--- src/decoder_pkg.sv ---
// Opcode decoder package.
// Word and pointer widths, the decode enums and the trap codes shared
// by the prefetch, the instruction pipe and the issue stage.

`default_nettype none

package decoder_pkg;

    // ==================================================
    // Widths.
    // ==================================================
    localparam int WORD_W        = 16; // One instruction word.
    localparam int DEFAULT_ADR_W = 16; // Fetch address, counted in words.

    typedef logic [WORD_W-1:0] word_t; // Opcode, pipe slot, BIW and extension word.
    typedef logic [1:0]        ptr_t;  // Valid pipe words, 0 to 3.

    // ==================================================
    // Decode results.
    // ==================================================
    // Instruction length, named after the last pipe slot it uses.
    typedef enum logic [1:0] {
        LVL_D = 2'd0, // One word.
        LVL_C = 2'd1, // Two words.
        LVL_B = 2'd2  // Three words.
    } instr_lvl_t;

    typedef enum logic [2:0] {
        OPC_MOVEQ  = 3'd0, // Line 7.
        OPC_BCC    = 3'd1, // Line 6, any displacement size.
        OPC_IMM    = 3'd2, // ORI, ANDI, SUBI, ADDI, EORI, CMPI.
        OPC_LINE_A = 3'd3, // Unimplemented, traps.
        OPC_LINE_F = 3'd4, // Unimplemented, traps.
        OPC_OTHER  = 3'd5  // Treated as a one word operation.
    } op_class_t;

    // Traps raised by the decoder.
    typedef enum logic [1:0] {
        TRAP_NONE = 2'd0,
        TRAP_1010 = 2'd1, // Line A emulator.
        TRAP_1111 = 2'd2  // Line F emulator.
    } trap_t;

endpackage

`default_nettype wire
--- src/opcode_decoder.sv ---
// Opcode decoder, first CPU pipeline stage.
// Prefetch, three word instruction pipe and issue stage.

`default_nettype none

module opcode_decoder #(
    parameter int ADR_W = decoder_pkg::DEFAULT_ADR_W
) (
    input  logic                   CLK,
    input  logic                   rst,
    // Opcode bus.
    output logic                   opcode_rd,
    input  logic                   opcode_rdy,
    input  logic                   opcode_valid,
    input  decoder_pkg::word_t     opcode_data,
    output logic [ADR_W-1:0]       fetch_adr,
    // Pipe flush.
    input  logic                   ipipe_flush,
    input  logic [ADR_W-1:0]       flush_adr,
    // Execution unit.
    input  logic                   ow_req,
    input  logic                   ew_req,
    output logic                   ow_ack,
    output logic                   ew_ack,
    output decoder_pkg::op_class_t op,
    output decoder_pkg::trap_t     trap_code,
    output decoder_pkg::word_t     biw_0,
    output decoder_pkg::word_t     biw_1,
    output decoder_pkg::word_t     biw_2,
    output decoder_pkg::word_t     ext_word,
    output logic                   ow_valid,
    output logic                   fc,
    output logic                   fb
);

    logic                    word_in_valid; // Fetch to pipe.
    logic                    word_taken;
    decoder_pkg::ptr_t       ptr;
    logic                    ow_take;       // Pipe to issue.
    logic                    ew_take;
    decoder_pkg::word_t      ipipe_d;
    decoder_pkg::word_t      ipipe_c;
    decoder_pkg::word_t      ipipe_b;
    logic                    fault_d;
    logic                    fault_c;
    logic                    fault_b;
    decoder_pkg::instr_lvl_t instr_lvl;     // Issue back to pipe.

    opcode_fetch #(.ADR_W(ADR_W)) u_fetch (.*);

    instr_pipe u_pipe (.*);

    opword_issue u_issue (.*);

endmodule

`default_nettype wire

--- src/opword_issue.sv ---
// Operation word issue stage.
// Decodes pipe slot D into an operation class, a trap and a length, and
// registers the base words or one extension word for the execution unit
// together with the acknowledge and the fault flags.

`default_nettype none

module opword_issue (
    input  logic                    CLK,
    input  logic                    rst,
    input  logic                    ipipe_flush,
    input  decoder_pkg::word_t      ipipe_d,
    input  decoder_pkg::word_t      ipipe_c,
    input  decoder_pkg::word_t      ipipe_b,
    input  logic                    fault_d,
    input  logic                    fault_c,
    input  logic                    fault_b,
    input  logic                    ow_take,   // Base words leave the pipe.
    input  logic                    ew_take,   // One extension word leaves.
    output decoder_pkg::instr_lvl_t instr_lvl,
    output decoder_pkg::op_class_t  op,
    output decoder_pkg::trap_t      trap_code,
    output decoder_pkg::word_t      biw_0,
    output decoder_pkg::word_t      biw_1,
    output decoder_pkg::word_t      biw_2,
    output decoder_pkg::word_t      ext_word,
    output logic                    ow_ack,
    output logic                    ew_ack,
    output logic                    ow_valid,
    output logic                    fc,
    output logic                    fb
);

    decoder_pkg::op_class_t op_i;
    decoder_pkg::trap_t     trap_i;
    logic                   imm_group; // Line 0 immediate arithmetic.
    logic                   uses_c;
    logic                   uses_b;

    // ==================================================
    // Decode of slot D.
    // ==================================================
    // Bit 8 set is the bit ops, 4 and 7 in bits 11 to 9 are BTST and MOVES.
    assign imm_group = ipipe_d[15:12] == 4'h0 && !ipipe_d[8] &&
                       ipipe_d[11:9] != 3'd4 && ipipe_d[11:9] != 3'd7;

    always_comb begin : decode
        op_i      = decoder_pkg::OPC_OTHER;
        trap_i    = decoder_pkg::TRAP_NONE;
        instr_lvl = decoder_pkg::LVL_D;
        case (ipipe_d[15:12])
            4'h7: op_i = decoder_pkg::OPC_MOVEQ;
            4'h6: begin
                op_i = decoder_pkg::OPC_BCC;
                if (ipipe_d[7:0] == 8'h00) begin
                    instr_lvl = decoder_pkg::LVL_C; // 16 bit displacement.
                end else if (ipipe_d[7:0] == 8'hFF) begin
                    instr_lvl = decoder_pkg::LVL_B; // 32 bit displacement.
                end
            end
            4'h0: begin
                if (imm_group) begin
                    op_i = decoder_pkg::OPC_IMM;
                    if (ipipe_d[7:6] == 2'b10) begin
                        instr_lvl = decoder_pkg::LVL_B; // Long immediate.
                    end else begin
                        instr_lvl = decoder_pkg::LVL_C;
                    end
                end
            end
            4'hA: begin
                op_i   = decoder_pkg::OPC_LINE_A;
                trap_i = decoder_pkg::TRAP_1010;
            end
            4'hF: begin
                op_i   = decoder_pkg::OPC_LINE_F;
                trap_i = decoder_pkg::TRAP_1111;
            end
            default: ;
        endcase
    end

    assign uses_c = instr_lvl != decoder_pkg::LVL_D;
    assign uses_b = instr_lvl == decoder_pkg::LVL_B;

    // ==================================================
    // Handshake and fault flags.
    // ==================================================
    always_ff @(posedge CLK) begin
        if (rst || ipipe_flush) begin
            ow_ack    <= 1'b0;
            ew_ack    <= 1'b0;
            ow_valid  <= 1'b0;
            fc        <= 1'b0;
            fb        <= 1'b0;
            trap_code <= decoder_pkg::TRAP_NONE;
        end else begin
            ow_ack <= ow_take; // One cycle pulse per take.
            ew_ack <= ew_take;
            if (ow_take) begin
                ow_valid  <= !(fault_d || (uses_c && fault_c) || (uses_b && fault_b));
                fc        <= uses_c && fault_c;
                fb        <= uses_b && fault_b;
                trap_code <= trap_i;
            end
        end
    end

    // All three base words go out, the execution unit uses what it needs.
    always_ff @(posedge CLK) begin
        if (ow_take) begin
            op    <= op_i;
            biw_0 <= ipipe_d;
            biw_1 <= ipipe_c;
            biw_2 <= ipipe_b;
        end
        if (ew_take) begin
            ext_word <= ipipe_d; // Extension word always sits in D.
        end
    end

endmodule

`default_nettype wire

--- src/instr_pipe.sv ---
// Instruction pipe.
// Three word buffer, slots D, C and B, each with a fault bit. Fills from
// the opcode bus, shifts out the words that the issue stage consumes
// and decides when a request can be served.

`default_nettype none

module instr_pipe (
    input  logic                    CLK,
    input  logic                    rst,
    input  logic                    ipipe_flush,
    input  logic                    word_in_valid, // Opcode word arriving.
    input  logic                    opcode_valid,  // Low on a bus fault.
    input  decoder_pkg::word_t      opcode_data,
    input  logic                    ow_req,
    input  logic                    ew_req,
    input  decoder_pkg::instr_lvl_t instr_lvl,     // Length of the word in D.
    output logic                    word_taken,
    output logic                    ow_take,
    output logic                    ew_take,
    output decoder_pkg::ptr_t       ptr,
    output decoder_pkg::word_t      ipipe_d,
    output decoder_pkg::word_t      ipipe_c,
    output decoder_pkg::word_t      ipipe_b,
    output logic                    fault_d,
    output logic                    fault_c,
    output logic                    fault_b
);

    decoder_pkg::word_t words [3];      // Index 0 is D, 1 is C, 2 is B.
    logic               faults [3];
    decoder_pkg::word_t words_nxt [3];
    logic               faults_nxt [3];
    decoder_pkg::ptr_t  used;           // Words shifted out this cycle.
    decoder_pkg::ptr_t  rest;           // Words left behind.
    logic               ow_rdy;

    // ==================================================
    // Readiness.
    // ==================================================
    // D and C are both needed before a length can be trusted.
    always_comb begin
        if (instr_lvl == decoder_pkg::LVL_B) begin
            ow_rdy = (ptr == 2'd3);
        end else begin
            ow_rdy = (ptr >= 2'd2);
        end
    end

    assign ow_take = ow_req && ow_rdy && !ipipe_flush;
    assign ew_take = ew_req && ptr != 2'd0 && !ipipe_flush; // One word is enough.

    always_comb begin
        used = 2'd0;
        if (ow_take) begin
            case (instr_lvl)
                decoder_pkg::LVL_C: used = 2'd2;
                decoder_pkg::LVL_B: used = 2'd3;
                default:            used = 2'd1;
            endcase
        end else if (ew_take) begin
            used = 2'd1;
        end
    end

    assign rest = ptr - used;
    // A full pipe that is not drained drops the word, it is read again.
    assign word_taken = word_in_valid && !ipipe_flush && rest != 2'd3;

    // ==================================================
    // Shift and append.
    // ==================================================
    always_comb begin : shift
        logic [2:0] src;
        for (int i = 0; i < 3; i++) begin
            src = 3'(i) + {1'b0, used};
            if (src < 3'd3) begin
                words_nxt[i]  = words[src[1:0]];
                faults_nxt[i] = faults[src[1:0]];
            end else begin
                words_nxt[i]  = words[i]; // Beyond ptr, contents are stale.
                faults_nxt[i] = faults[i];
            end
        end
        if (word_taken) begin
            words_nxt[rest]  = opcode_data;   // Lands behind the remaining words.
            faults_nxt[rest] = !opcode_valid;
        end
    end

    always_ff @(posedge CLK) begin
        words  <= words_nxt;
        faults <= faults_nxt;
    end

    always_ff @(posedge CLK) begin
        if (rst) begin
            ptr <= '0;
        end else if (ipipe_flush) begin
            ptr <= '0; // Pipe abandoned.
        end else begin
            ptr <= rest + {1'b0, word_taken};
        end
    end

    assign ipipe_d = words[0];
    assign ipipe_c = words[1];
    assign ipipe_b = words[2];
    assign fault_d = faults[0];
    assign fault_c = faults[1];
    assign fault_b = faults[2];

endmodule

`default_nettype wire

--- src/opcode_fetch.sv ---
// Opcode prefetch.
// Issues opcode reads while the instruction pipe has room, throws away
// the answer of a read that a flush has cut off, and keeps the word
// address of the next opcode.

`default_nettype none

module opcode_fetch #(
    parameter int ADR_W = 16
) (
    input  logic                    CLK,
    input  logic                    rst,
    input  logic                    ipipe_flush,
    input  logic [ADR_W-1:0]        flush_adr,   // New fetch address on a flush.
    input  decoder_pkg::ptr_t       ptr,
    input  logic                    word_taken,  // Pipe stored the word.
    input  logic                    opcode_rdy,
    output logic                    opcode_rd,
    output logic                    word_in_valid,
    output logic [ADR_W-1:0]        fetch_adr
);

    logic discard; // Pending read belongs to the flushed stream.

    // Read strobe. Held as a level until the bus answers.
    always_ff @(posedge CLK) begin
        if (rst) begin
            opcode_rd <= 1'b0;
        end else if (opcode_rdy) begin
            opcode_rd <= 1'b0; // Cycle done.
        end else if (!opcode_rd && ptr != 2'd3) begin
            opcode_rd <= 1'b1; // Room left in the pipe.
        end
    end

    // A flush can not abort the bus cycle, so its answer is dismissed.
    always_ff @(posedge CLK) begin
        if (rst) begin
            discard <= 1'b0;
        end else if (ipipe_flush && opcode_rd && !opcode_rdy) begin
            discard <= 1'b1;
        end else if (opcode_rdy) begin
            discard <= 1'b0; // Stale word has gone by.
        end
    end

    assign word_in_valid = opcode_rdy && !discard;

    // Word address. Only moves when the pipe keeps the word.
    always_ff @(posedge CLK) begin
        if (rst) begin
            fetch_adr <= '0;
        end else if (ipipe_flush) begin
            fetch_adr <= flush_adr;
        end else if (word_taken) begin
            fetch_adr <= fetch_adr + ADR_W'(1);
        end
    end

endmodule

`default_nettype wire

--- config.mk ---
export PLATFORM = sky130hd
export DESIGN_NAME = opcode_decoder
export DESIGN_NICKNAME = d
export VERILOG_FILES = /design/src/decoder_pkg.sv /design/src/opcode_decoder.sv /design/src/opword_issue.sv /design/src/instr_pipe.sv /design/src/opcode_fetch.sv
export SDC_FILE = /design/constraint.sdc
export NUM_CORES = 1
export LEC_CHECK = 0
export BUFFER_PORTS_ARGS = -buffer_cell sky130_fd_sc_hd__buf_4
export CAP_MARGIN = 15
export CORE_MARGIN = 1.5
export CORE_UTILIZATION = 60
export CTS_BUF_LIST = sky130_fd_sc_hd__clkbuf_16
export DETAILED_ROUTE_END_ITERATION = 12
export GPL_TIMING_DRIVEN = 0
export PLACE_DENSITY_LB_ADDON = 0.25
export SYNTH_ARGS = -nofsm -noshare
export SYNTH_HDL_FRONTEND = slang
export SYNTH_SLANG_ARGS = --single-unit
export TNS_END_PERCENT = 10
--- constraint.sdc ---
create_clock -name CLK -period 7.5 [get_ports CLK]
set_input_delay 0.75 -clock CLK [delete_from_list [all_inputs] [get_ports CLK]]
set_output_delay 0.75 -clock CLK [all_outputs]
set_load 0.01 [all_outputs]
==> results of run 1 <==
-- cell families after synthesis --
logic type | Yosys count | synth area share
AOI/OAI and AO/OA | 249 | 0.258
DFF | 145 | 0.527
muxes | 5 | 0.00811
and+or+nand+nor | 173 | 0.130
xor gates and xnor gates | 3 | 0.00498
adders and majority gates | 8 | 0.0147
buffers and inverters | 88 | 0.0573
-- layout by cell type, fill, tap and decap left out, types with 4 or more instances in the layout --
cell / Yosys / routed
buf_4: 1 / 130
dfxtp_1: 78 / 78
edfxtp_1: 67 / 67
a21oi_1: 59 / 59
nand2_1: 53 / 53
o21ai_0: 39 / 39
inv_1: 35 / 37
nand3_1: 33 / 33
a31oi_1: 29 / 29
nor2_1: 24 / 24
clkbuf_1: 23 / 22
buf_2: 20 / 20
a21o_1: 20 / 20
o211ai_1: 20 / 20
nand4_1: 19 / 19
a221oi_1: 17 / 17
clkbuf_16: 0 / 17
a2bb2oi_1: 16 / 16
a22o_1: 12 / 12
or3_1: 10 / 10
ha_1: 8 / 8
nor2b_1: 7 / 7
nor3_1: 5 / 5
o21ai_1: 5 / 5
buf_6: 4 / 4
buf_1: 4 / 4
mux2_2: 4 / 4
clkinv_4: 0 / 4
-- synth_stat cells, types with 3 or more instances --
| library cell | count |
|---|---|
| a211oi_1 | 3 |
| a21o_1 | 20 |
| a21oi_1 | 59 |
| a221oi_1 | 17 |
| a22o_1 | 12 |
| a22oi_1 | 3 |
| a2bb2oi_1 | 16 |
| a31oi_1 | 29 |
| buf_1 | 4 |
| buf_2 | 20 |
| buf_6 | 4 |
| clkbuf_1 | 23 |
| dfxtp_1 | 78 |
| edfxtp_1 | 67 |
| ha_1 | 8 |
| inv_1 | 35 |
| mux2_2 | 4 |
| nand2_1 | 53 |
| nand2b_1 | 3 |
| nand3_1 | 33 |
| nand4_1 | 19 |
| nor2_1 | 24 |
| nor2b_1 | 7 |
| nor3_1 | 5 |
| nor4_1 | 3 |
| o211ai_1 | 20 |
| o21ai_0 | 39 |
| o21ai_1 | 5 |
| o31a_1 | 3 |
| o31ai_4 | 3 |
| or3_1 | 10 |
| or4_1 | 3 |
-- final cells by class --
type                       count  area [µm²]  area share
buffer                        52         255      0.0299
clock buffer                  17         425      0.0499
clock inverter                15         146      0.0172
inverter                      36         135      0.0158
multi-input combinational    438        2820       0.331
sequential                   145        3570       0.419
tap                          140         175      0.0205
timing repair buffer         130         996       0.117
-- final timing paths --
kind	from	end	slack, ns	depth (start not counted)
hold reg to reg	u_issue.trap_code[1]	u_issue.trap_code[1]	0.46	2
setup reg to reg	u_pipe.ipipe_d[13]	u_pipe.ipipe_c[1]	2.05	17
hold / removal	u_issue.trap_code[1]	u_issue.trap_code[1]	0.46	2
setup / recovery	u_pipe.ipipe_d[13]	u_pipe.ipipe_c[1]	2.05	17
-- state kept, by name, summed over array words and instances, names as in the netlist, 3 cells and up --
name / flops
u_fetch.fetch_adr: 16
u_issue.biw_2: 16
u_issue.ext_word: 16
u_pipe.ipipe_b: 16
u_pipe.ipipe_d: 16
u_issue.biw_0: 16
u_issue.op: 3
u_issue.biw_1: 16
u_pipe.ipipe_c: 16
-- layer usage --
metal	wire length [µm]	track usage
met4	1250	0.226
met3	2760	0.106
met5	0	0
met2	10400	0.594
met1	8530	0.494
-- power by group --
part	total (µW)	internal [µW]	switching (µW)
combinational	364	179	185
sequential	1120	969	152
clock	834	487	347
-- metrics by stage --
step / util / cell area, µm²
after floorplan: - / 6790
after global placement: 0.724 / 7920
after detailed placement: 0.728 / 7960
after CTS: 0.780 / 8530
after global routing: 0.780 / 8530
final: 0.780 / 8530
-- worst min-delay path: stages, from the launching register on --
cell and delay (ns):
dfxtp_1 0.31, nand2_1 0.05, a21oi_1 0.05
==> reports/qor.csv, run 1 <==
stage,metric,value,unit
critical_path,crit_path_end_kind,flop,
detailed_routing,firstDrtPassIters,8,
global_routing,grt_pass1_vias,6445,
critical_path,crit_family,buffers and inverters,
cts,cts_buffer_depth,2,
cts,cts-root-buf,clkbuf_16,
cells_and_area,finalNonFillerCells,973,
timing,final-setup-viol-count,0,
outcome,outcome,"finished, final reports clean",
global_routing,overflow,0,
detailed_routing,drt_wl_total,23000,µm
cts,clkTransAtPathRegs,0.06,ns
pwr,total_power,2320,µW
cts,htreeDepth,4,
synth,synth_flop_cell,dfxtp_1,
cts,post_cts_resized,0,
timing,finalHoldViolations,0,
worst_hold_path,holdCritPathClass,flop to flop,
critical_path,critPathBufInv,6,
timing,slew_violations,0,
detailed_routing,vias,6744,
placed_design,place_congestion,0.965,
synth,synth.area.top_cells,"edfxtp_1, dfxtp_1, a21oi_1",
cts,post-cts-setup-buffers,0,
detailed_routing,via_per_inst,6.93,
placed_design,hpwl,15000,µm
detailed_routing,drcViolationCount,0,
timing,slew-limit-headroom,0.271,
synth,synth_edf_count,67,
synth,synth.avg_cell_area,10.1,µm²
synth,synthesis.area,0.00679,mm²
timing,final.setup.tns,0,ns
detailed_routing,postRouteAntennaNets,0,
synth,yosysTopAreaCellShare,0.296,
floorplanning,design.core.area,0.0109,mm²
global_routing,grt_max_degree,37,
global_routing,grt_usage,0.388,
floorplanning,die_x,109,µm
placed_design,place_inst,941,
timing,finalCritPeriodShare,0.727,
cells_and_area,drive_above_1_share,0.250,
critical_path,slowest_stage,clkbuf_1,
synth,ys_seq_area_frac,0.527,
timing,fin_ws,2.05,ns
pwr,leakage,0.00341,µW
timing,fin_crit,5.45,ns
detailed_routing,wl_per_cell,23.6,µm
cells_and_area,insertedDiodeCount,0,
floorplanning,start_util,0.621,
critical_path,critPathMaxFanout,11,
cts,cts_buffers,17,
timing,clock.fmax,183,MHz
global_routing,grt_pass1_wl,34400,µm
timing,rsz0062_at_grt,no,
timing,worstMarginPinSlew,1.08,ns
cts,insertion_delay,0.43,ns
detailed_routing,drt-initial-drc-count,853,
placed_design,portBuffers,128,
cts,cts_tree,built,
critical_path,worst-setup-path-type,flop to flop,
cts,postCtsHoldBufs,0,
floorplanning,dieHeight,109,µm
pwr,irDropWorstVdd,0.185,mV
pwr,p_per_area,272,mW/mm²
timing,finClkSkew,0.00719,ns
synth,synth_async_sr_flop_share,0,
global_routing,antenna_found_initial,0,
cells_and_area,syn_to_final_growth,25.7,%
synth,synth_area_leader_cell,edfxtp_1,
critical_path,critical-path-max-stage-delay,0.58,ns
floorplanning,pin_count,130,
synth,synth_nets,718,
timing,whs,0.461,ns
critical_path,cp_data_required_time,7.80,ns
cells_and_area,fillers,700,
critical_path,worstSetupStartpointType,flop,
cells_and_area,nets,867,
floorplanning,fp-row-count,38,
floorplanning,dieArea,0.0120,mm²
cts,cts_num_sinks,145,
critical_path,crit_arrival,5.76,ns
synth,ys_types,66,
job,maxCapViolCount,0,
synth,yosysWarnings,0,
synth,synth-seq-cells,145,
synth,synthCells,671,
critical_path,crit_chain,"clkbuf_1, nand2_1, or3_1, o31ai_1, ha_1, nand2b_1, buf_2, and3_1, buf_2, nor2_1, buf_2, ha_1, clkbuf_1, clkbuf_1, o21ai_0, a221oi_1, a21oi_1",
placed_design,place_ws,2.40,ns
No activity file was read; power rests on OpenSTA's default activity.
==> run 2: changes to the inputs <==
- CORE_UTILIZATION: 60 -> 50
- clock period: 7.5 -> 4.85 ns (I/O delays scaled with it)
==> run 2 against run 1 <==
Final area grew 1.1%. First-iteration DRC count shrank 6.6%. Total power grew 57%. Hold slack lost 0.21 ns.
==> reports/qor.csv, run 2 (synthesized netlist as in run 1, its figures left out) <==
stage,metric,value,unit,change
floorplanning,die_x,120,µm,was 109 µm
cells_and_area,final_area,0.00862,mm²,was 0.00853 mm²
worst_hold_path,whs_path_depth,2,,unchanged
pwr,leakage,0.00343,µW,was 0.00341 µW
placed_design,place_congestion,0.981,,was 0.965
timing,finalCritPeriodShare,0.966,,was 0.727
pwr,irDropWorstVdd,0.233,mV,was 0.185 mV
detailed_routing,firstDrtPassIters,6,,was 8
timing,finalHoldViolations,0,,unchanged
global_routing,grt_max_degree,61,,was 37
detailed_routing,vias,6258,,was 6744
cells_and_area,finalNonFillerCells,1007,,was 973
timing,slew-limit-headroom,0.312,,was 0.271
floorplanning,fp-row-count,42,,was 38
global_routing,antenna_found_initial,0,,unchanged
global_routing,grt_pass1_wl,33100,µm,was 34400 µm
floorplanning,pin_count,130,,unchanged
cells_and_area,insertedDiodeCount,0,,unchanged
cts,cts_num_sinks,145,,unchanged
cts,htreeDepth,4,,unchanged
worst_hold_path,min-delay-start,opcode_rdy,,was u_issue.trap_code[1]
critical_path,slowest_stage,buf_2,,was clkbuf_1
floorplanning,dieArea,0.0143,mm²,was 0.0120 mm²
cts,insertion_delay,0.43,ns,about the same
timing,clock.fmax,213,MHz,was 183 MHz
global_routing,grt_pass1_vias,6237,,was 6445
cells_and_area,syn_to_final_growth,27.0,%,was 25.7%
critical_path,critPathLaunch,u_pipe.ipipe_d[13],,unchanged
detailed_routing,wl_per_cell,21.6,µm,was 23.6 µm
job,maxCapViolCount,0,,unchanged
global_routing,grt_usage,0.306,,was 0.388
cts,cts_buffers,17,,unchanged
outcome,outcome,"finished, final reports clean",,unchanged
floorplanning,start_util,0.512,,was 0.621
critical_path,critical-path-max-stage-delay,0.38,ns,was 0.58 ns
critical_path,worst-setup-path-type,flop to flop,,unchanged
detailed_routing,drt_wl_total,21800,µm,was 23000 µm
detailed_routing,postRouteAntennaNets,0,,unchanged
cts,clkTransAtPathRegs,0.06,ns,about the same
timing,worstMarginPinSlew,1.02,ns,was 1.08 ns
critical_path,worstSetupStartpointType,flop,,unchanged
placed_design,placed_area,0.00797,mm²,was 0.00796 mm²
cts,cts_tree,built,,unchanged
critical_path,r2r_cells,18,,was 17
placed_design,hpwl,14900,µm,was 15000 µm
timing,slew_violations,0,,unchanged
critical_path,crit_path_end_kind,flop,,unchanged
cells_and_area,mostFrequentLayoutCells,"buf_4, dfxtp_1, edfxtp_1, a21oi_1, nand2_1",,unchanged
timing,final-setup-viol-count,0,,unchanged
critical_path,crit_arrival,4.99,ns,was 5.76 ns
floorplanning,dieHeight,120,µm,was 109 µm
global_routing,overflow,0,,unchanged
detailed_routing,via_per_inst,6.21,,was 6.93
cells_and_area,mostFrequentLayoutCell,buf_4,,unchanged
detailed_routing,drt-initial-drc-count,797,,was 853
cells_and_area,nets,865,,was 867
critical_path,crit_chain,"clkbuf_2, nand2_1, or3_1, o31ai_1, ha_1, nand2b_1, buf_2, and3_1, buf_2, nor2_2, buf_2, ha_1, clkbuf_2, clkbuf_2, nand2_1, o21ai_0, a221oi_1, a21oi_1",,"was clkbuf_1, nand2_1, or3_1, o31ai_1, ha_1, nand2b_1, buf_2, and3_1, buf_2, nor2_1, buf_2, ha_1, clkbuf_1, clkbuf_1, o21ai_0, a221oi_1, a21oi_1"
critical_path,cp_data_required_time,5.15,ns,was 7.80 ns
cts,cts-root-buf,clkbuf_16,,unchanged
pwr,p_per_area,421,mW/mm²,was 272 mW/mm²
timing,fin_crit,4.69,ns,was 5.45 ns
floorplanning,design.core.area,0.0132,mm²,was 0.0109 mm²
detailed_routing,drcViolationCount,0,,unchanged
critical_path,r2r-start,u_pipe.ipipe_d[13],,unchanged
timing,rsz0062_at_grt,yes,,was no
cells_and_area,drive_above_1_share,0.259,,was 0.250
placed_design,place_inst,975,,was 941
cts,cts_buffer_depth,2,,unchanged
placed_design,portBuffers,128,,unchanged
critical_path,critPathMaxFanout,11,,unchanged
worst_hold_path,holdCritPathClass,input port to flop,,was flop to flop
timing,finClkSkew,0.00991,ns,was 0.00719 ns
run 2: path summary, 6_finish.rpt:
kind                                             end  slack [ns]
worst min register to register  u_issue.ext_word[13]        0.47
worst min-delay path                 u_fetch.discard        0.25
worst max-delay path              u_pipe.ipipe_c[14]        0.16
worst max register to register    u_pipe.ipipe_c[14]        0.16
run 2: metal layers:
layer	track usage	vias to the layer above	wire length, µm
met2	0.489	375	10200
met1	0.390	2987	8940
li1	-	2836	-
met3	0.0817	60	2050
met5	0	-	0
met4	0.141	0	584
run 2: layout make-up:
| class | instances | area (µm²) |
|---|---|---|
| inverter | 36 | 135 |
| clock inverter | 15 | 191 |
| clock buffer | 17 | 425 |
| buffer | 51 | 267 |
| timing repair buffer | 129 | 968 |
| tap | 176 | 220 |
| fill | 1089 | 4620 |
| sequential | 145 | 3570 |
| multi-input combinational | 438 | 2840 |
run 2: where the power goes:
part	total [µW]	leakage (µW)	internal, µW	switching, µW
registers	1730	0.00126	1500	227
logic	544	0.00187	276	268
clock network	1360	0.000299	855	508
total	3630	0.00343	2630	1000
run 2: critical path, delay by kind of cell (launching register included):
kind                     cells  cell delay, ns
adder cells (fa/ha/maj)      2            0.67
AO/OA/AOI/OAI                4            0.79
buffers and inverters        6            1.61
AND/OR/NAND/NOR              6            1.12
flip-flops                   1            0.34
run 2: what timing repair did:
item / CTS / global route
gates resized for setup: 5 / 6
setup endpoints to repair: 39 / 40
buffers inserted: 0 / 1
endpoints found under the hold margin: 0 / 0
hold buffers: 0 / 0
pin swaps: 0 / 0
run 2: stage by stage:
stage / total power, µW / setup TNS (ns) / hold WS, ns / utilization / setup WS (ns)
after floorplan: 2050 / 0 / 0.424 / - / 0.961
after global placement: 2230 / -5.55 / 0.436 / 0.602 / -0.387
after detailed placement: 2260 / -5.64 / 0.448 / 0.602 / -0.389
after CTS: 3620 / 0 / 0.248 / 0.649 / 0.128
after global routing: 3760 / -0.00706 / 0.255 / 0.651 / -0.00376
final: 3630 / 0 / 0.254 / 0.651 / 0.163
==> run 3: changes to the inputs <==
- SYNTH_HIERARCHICAL: not set -> 1
- TNS_END_PERCENT: 10 -> 5
==> run 3 against run 2 <==
Core utilization increased by 1.1 points. Critical path type unchanged. Non-clock buffer count decreased by 14. Count of clock-buffer cells in the layout unchanged. Critical path depth increased by 1. Sequential cell count unchanged. Clock skew decreased by 0.0019 ns. Die area decreased by 4.2%. Routed wire length decreased by 22%. Final area decreased by 2.7%. Largest cell class unchanged. Synthesized cell count decreased by 12%. Critical endpoint is now u_fetch/fetch_adr[15]. Sequential power increased by 3%. Combinational power decreased by 6.6%.
==> reports/qor.csv, run 3 <==
stage,metric,value,unit,change
worst_hold_path,min-delay-start,opcode_rdy,,unchanged
critical_path,worstSetupStartpointType,flop,,unchanged
timing,slew-limit-headroom,0.471,,was 0.312
detailed_routing,drt-initial-drc-count,440,,was 797
synth,synthesis.area,0.00649,mm²,was 0.00679 mm²
synth,synth.most_common_cell,dfxtp_1,,unchanged
cts,cts-root-buf,clkbuf_16,,unchanged
cells_and_area,mostFrequentLayoutCell,buf_4,,unchanged
detailed_routing,vias,5357,,was 6258
critical_path,critPathMaxFanout,19,,was 11
cells_and_area,insertedDiodeCount,0,,unchanged
synth,synth.area.top_cells,"edfxtp_1, dfxtp_1, o21ai_0",,"was edfxtp_1, dfxtp_1, a21oi_1"
timing,finalHoldViolations,0,,unchanged
cells_and_area,syn_to_final_growth,29.2,%,was 27.0%
synth,ys_types,79,,was 66
detailed_routing,postRouteAntennaNets,0,,unchanged
global_routing,grt_pass1_wl,27000,µm,was 33100 µm
cells_and_area,mostFrequentLayoutCells,"buf_4, dfxtp_1, edfxtp_1, o21ai_0, a21oi_1",,"was buf_4, dfxtp_1, edfxtp_1, a21oi_1, nand2_1"
job,maxCapViolCount,0,,unchanged
global_routing,antenna_found_initial,0,,unchanged
global_routing,grt_usage,0.263,,was 0.306
outcome,outcome,"finished, final reports clean",,unchanged
pwr,leakage,0.00339,µW,was 0.00343 µW
synth,yosysWarnings,6,,was 0
timing,fin_crit,4.60,ns,was 4.69 ns
cells_and_area,multi_input_area,0.00266,mm²,was 0.00284 mm²
placed_design,place_congestion,0.867,,was 0.981
timing,clock.fmax,218,MHz,was 213 MHz
timing,final-setup-viol-count,0,,unchanged
timing,slew_violations,0,,unchanged
pwr,irDropWorstVdd,0.217,mV,was 0.233 mV
cts,insertion_delay,0.43,ns,about the same
cts,cts_tree,built,,unchanged
cts,cts_num_sinks,145,,unchanged
synth,synth-seq-cells,145,,unchanged
pwr,total_power,3640,µW,was 3630 µW
critical_path,r2r-start,u_pipe/ipipe_d[13],,was u_pipe.ipipe_d[13]
cells_and_area,regArea,0.00358,mm²,was 0.00357 mm²
worst_hold_path,whs_path_depth,2,,unchanged
floorplanning,fp-row-count,41,,was 42
detailed_routing,drcViolationCount,0,,unchanged
synth,synth_flop_cell,dfxtp_1,,unchanged
critical_path,r2r_cells,19,,was 18
cts,htreeDepth,4,,unchanged
synth,yosysTopAreaCellShare,0.310,,was 0.296
detailed_routing,drt_wl_total,17000,µm,was 21800 µm
synth,ys_seq_area_frac,0.550,,was 0.527
critical_path,crit_path_end_kind,flop,,unchanged
critical_path,worst-setup-path-type,flop to flop,,unchanged
global_routing,overflow,0,,unchanged
floorplanning,die_x,117,µm,was 120 µm
placed_design,portBuffers,129,,was 128
critical_path,cp_data_required_time,5.17,ns,was 5.15 ns
pwr,p_per_area,434,mW/mm²,was 421 mW/mm²
synth,synth_nets,633,,was 718
worst_hold_path,min_to,u_fetch/discard,,was u_fetch.discard
global_routing,grt_pass1_vias,5347,,was 6237
timing,final.setup.tns,0,ns,unchanged
placed_design,hpwl,11700,µm,was 14900 µm
critical_path,crit_arrival,4.91,ns,was 4.99 ns
synth,synthCells,589,,was 671
detailed_routing,wl_per_cell,18.3,µm,was 21.6 µm
cts,cts_buffer_depth,2,,unchanged
synth,synth_commonest_cells,"dfxtp_1, edfxtp_1, o21ai_0",,"was dfxtp_1, edfxtp_1, a21oi_1"
synth,synth.avg_cell_area,11.0,µm²,was 10.1 µm²
timing,finClkSkew,0.00797,ns,was 0.00991 ns
floorplanning,design.core.area,0.0127,mm²,was 0.0132 mm²
cells_and_area,fillers,1016,,was 1089
floorplanning,dieHeight,117,µm,was 120 µm
global_routing,grt_max_degree,41,,was 61
floorplanning,pin_count,130,,unchanged
cells_and_area,drive_above_1_share,0.316,,was 0.259
placed_design,place_inst,892,,was 975
floorplanning,dieArea,0.0137,mm²,was 0.0143 mm²
cells_and_area,nets,783,,was 865
synth,synth_area_leader_cell,edfxtp_1,,unchanged
synth,synth_async_sr_flop_share,0,,unchanged
cts,clkTransAtPathRegs,0.06,ns,about the same
detailed_routing,via_per_inst,5.80,,was 6.21
timing,finalCritPeriodShare,0.947,,was 0.966
timing,worstMarginPinSlew,0.786,ns,was 1.02 ns
cells_and_area,finalNonFillerCells,924,,was 1007
worst_hold_path,holdCritPathClass,input port to flop,,unchanged
cts,cts_buffers,17,,unchanged
critical_path,rr_endpoint,u_fetch/fetch_adr[15],,was u_pipe.ipipe_c[14]
floorplanning,start_util,0.512,,about the same
critical_path,rrSetupSlack,0.25,ns,was 0.16 ns
synth,synth_edf_count,67,,unchanged
detailed_routing,firstDrtPassIters,9,,was 6
[run 3: cell types whose count changed after synthesis, moves of 16 or more]
cell	previous run	this run
a21o_1	20	1
a21oi_1	59	40
a221oi_1	17	0
a31oi_1	29	3
nand2_1	53	26
o211ai_1	20	0
o22a_1	0	16
[run 3: worst max-delay path, stage by stage (launching register included)]
cell	delay, ns
dfxtp_2	0.38
or4_4	0.55
a211o_4	0.38
o22ai_4	0.23
inv_1	0.07
ha_1	0.21
nand2b_2	0.15
a311o_1	0.22
buf_4	0.20
nand2_4	0.19
ha_2	0.26
xnor2_2	0.25
xnor2_2	0.18
nor2_1	0.07
nor3_1	0.14
buf_4	0.19
nand3_2	0.18
nor3_1	0.25
a31oi_1	0.12
o31a_1	0.24
[run 3: timing repair]
action / in CTS / in global routing
hold buffers: 0 / 0
resized for setup: 7 / 10
setup buffers: 0 / 3
pin swaps: 0 / 4
endpoints found under the setup margin: 38 / 51
[run 3: worst max path at each step]
stage               slack, ns          startpoint                    end
finish                   0.25  u_pipe/ipipe_d[13]  u_fetch/fetch_adr[15]
global route          -0.0004  u_pipe/ipipe_d[13]  u_fetch/fetch_adr[13]
CTS                     -0.14  u_pipe/ipipe_d[13]  u_fetch/fetch_adr[13]
detailed placement      -0.41  u_pipe/ipipe_d[12]     u_pipe/ipipe_d[10]
global placement        -0.29  u_pipe/ipipe_d[12]      u_pipe/ipipe_d[9]
floorplan                0.37  u_pipe/ipipe_d[13]  u_fetch/fetch_adr[12]
[run 3: logic make-up (layout without fill, tap and decap cells)]
| group | count (synthesis) | count (layout) | synth area share |
|---|---|---|---|
| buffers and inverters | 66 | 229 | 0.0461 |
| muxes | 23 | 23 | 0.0399 |
| and+or+nand+nor | 158 | 158 | 0.143 |
| AOI/OAI and AO/OA | 176 | 176 | 0.189 |
| xor gates and xnor gates | 16 | 16 | 0.0227 |
| DFF | 145 | 145 | 0.550 |
| adders and majority gates | 5 | 5 | 0.00963 |
[run 3: cell type report]
class,instances,area share
multi-input combinational,378,0.317
tap,172,0.0257
inverter,31,0.0139
sequential,145,0.427
clock inverter,15,0.0228
buffer,32,0.0213
clock buffer,17,0.0507
timing repair buffer,134,0.122
[run 3: metal layers]
layer / share of wire / GRT usage / routed length (µm)
met1: 0.41 / 0.325 / 6880
met2: 0.49 / 0.432 / 8350
met3: 0.083 / 0.0721 / 1420
met4: 0.018 / 0.118 / 310
met5: 0 / 0 / 0
[run 3: metrics by stage]
step | util | hold slack, ns | instance area (µm²) | worst slack [ns]
after CTS | 0.659 | 0.225 | 8350 | -0.143
after detailed placement | 0.609 | 0.431 | 7720 | -0.414
after global placement | 0.606 | 0.438 | 7680 | -0.294
after global routing | 0.662 | 0.220 | 8390 | -0.000353
final | 0.662 | 0.241 | 8390 | 0.255
after floorplan | - | 0.417 | 6490 | 0.371
[run 3: power by group]
group / total, µW / switching (µW) / internal, µW
Sequential: 1780 / 245 / 1530
Combinational: 508 / 228 / 280
Clock: 1350 / 494 / 855
Total: 3640 / 967 / 2670
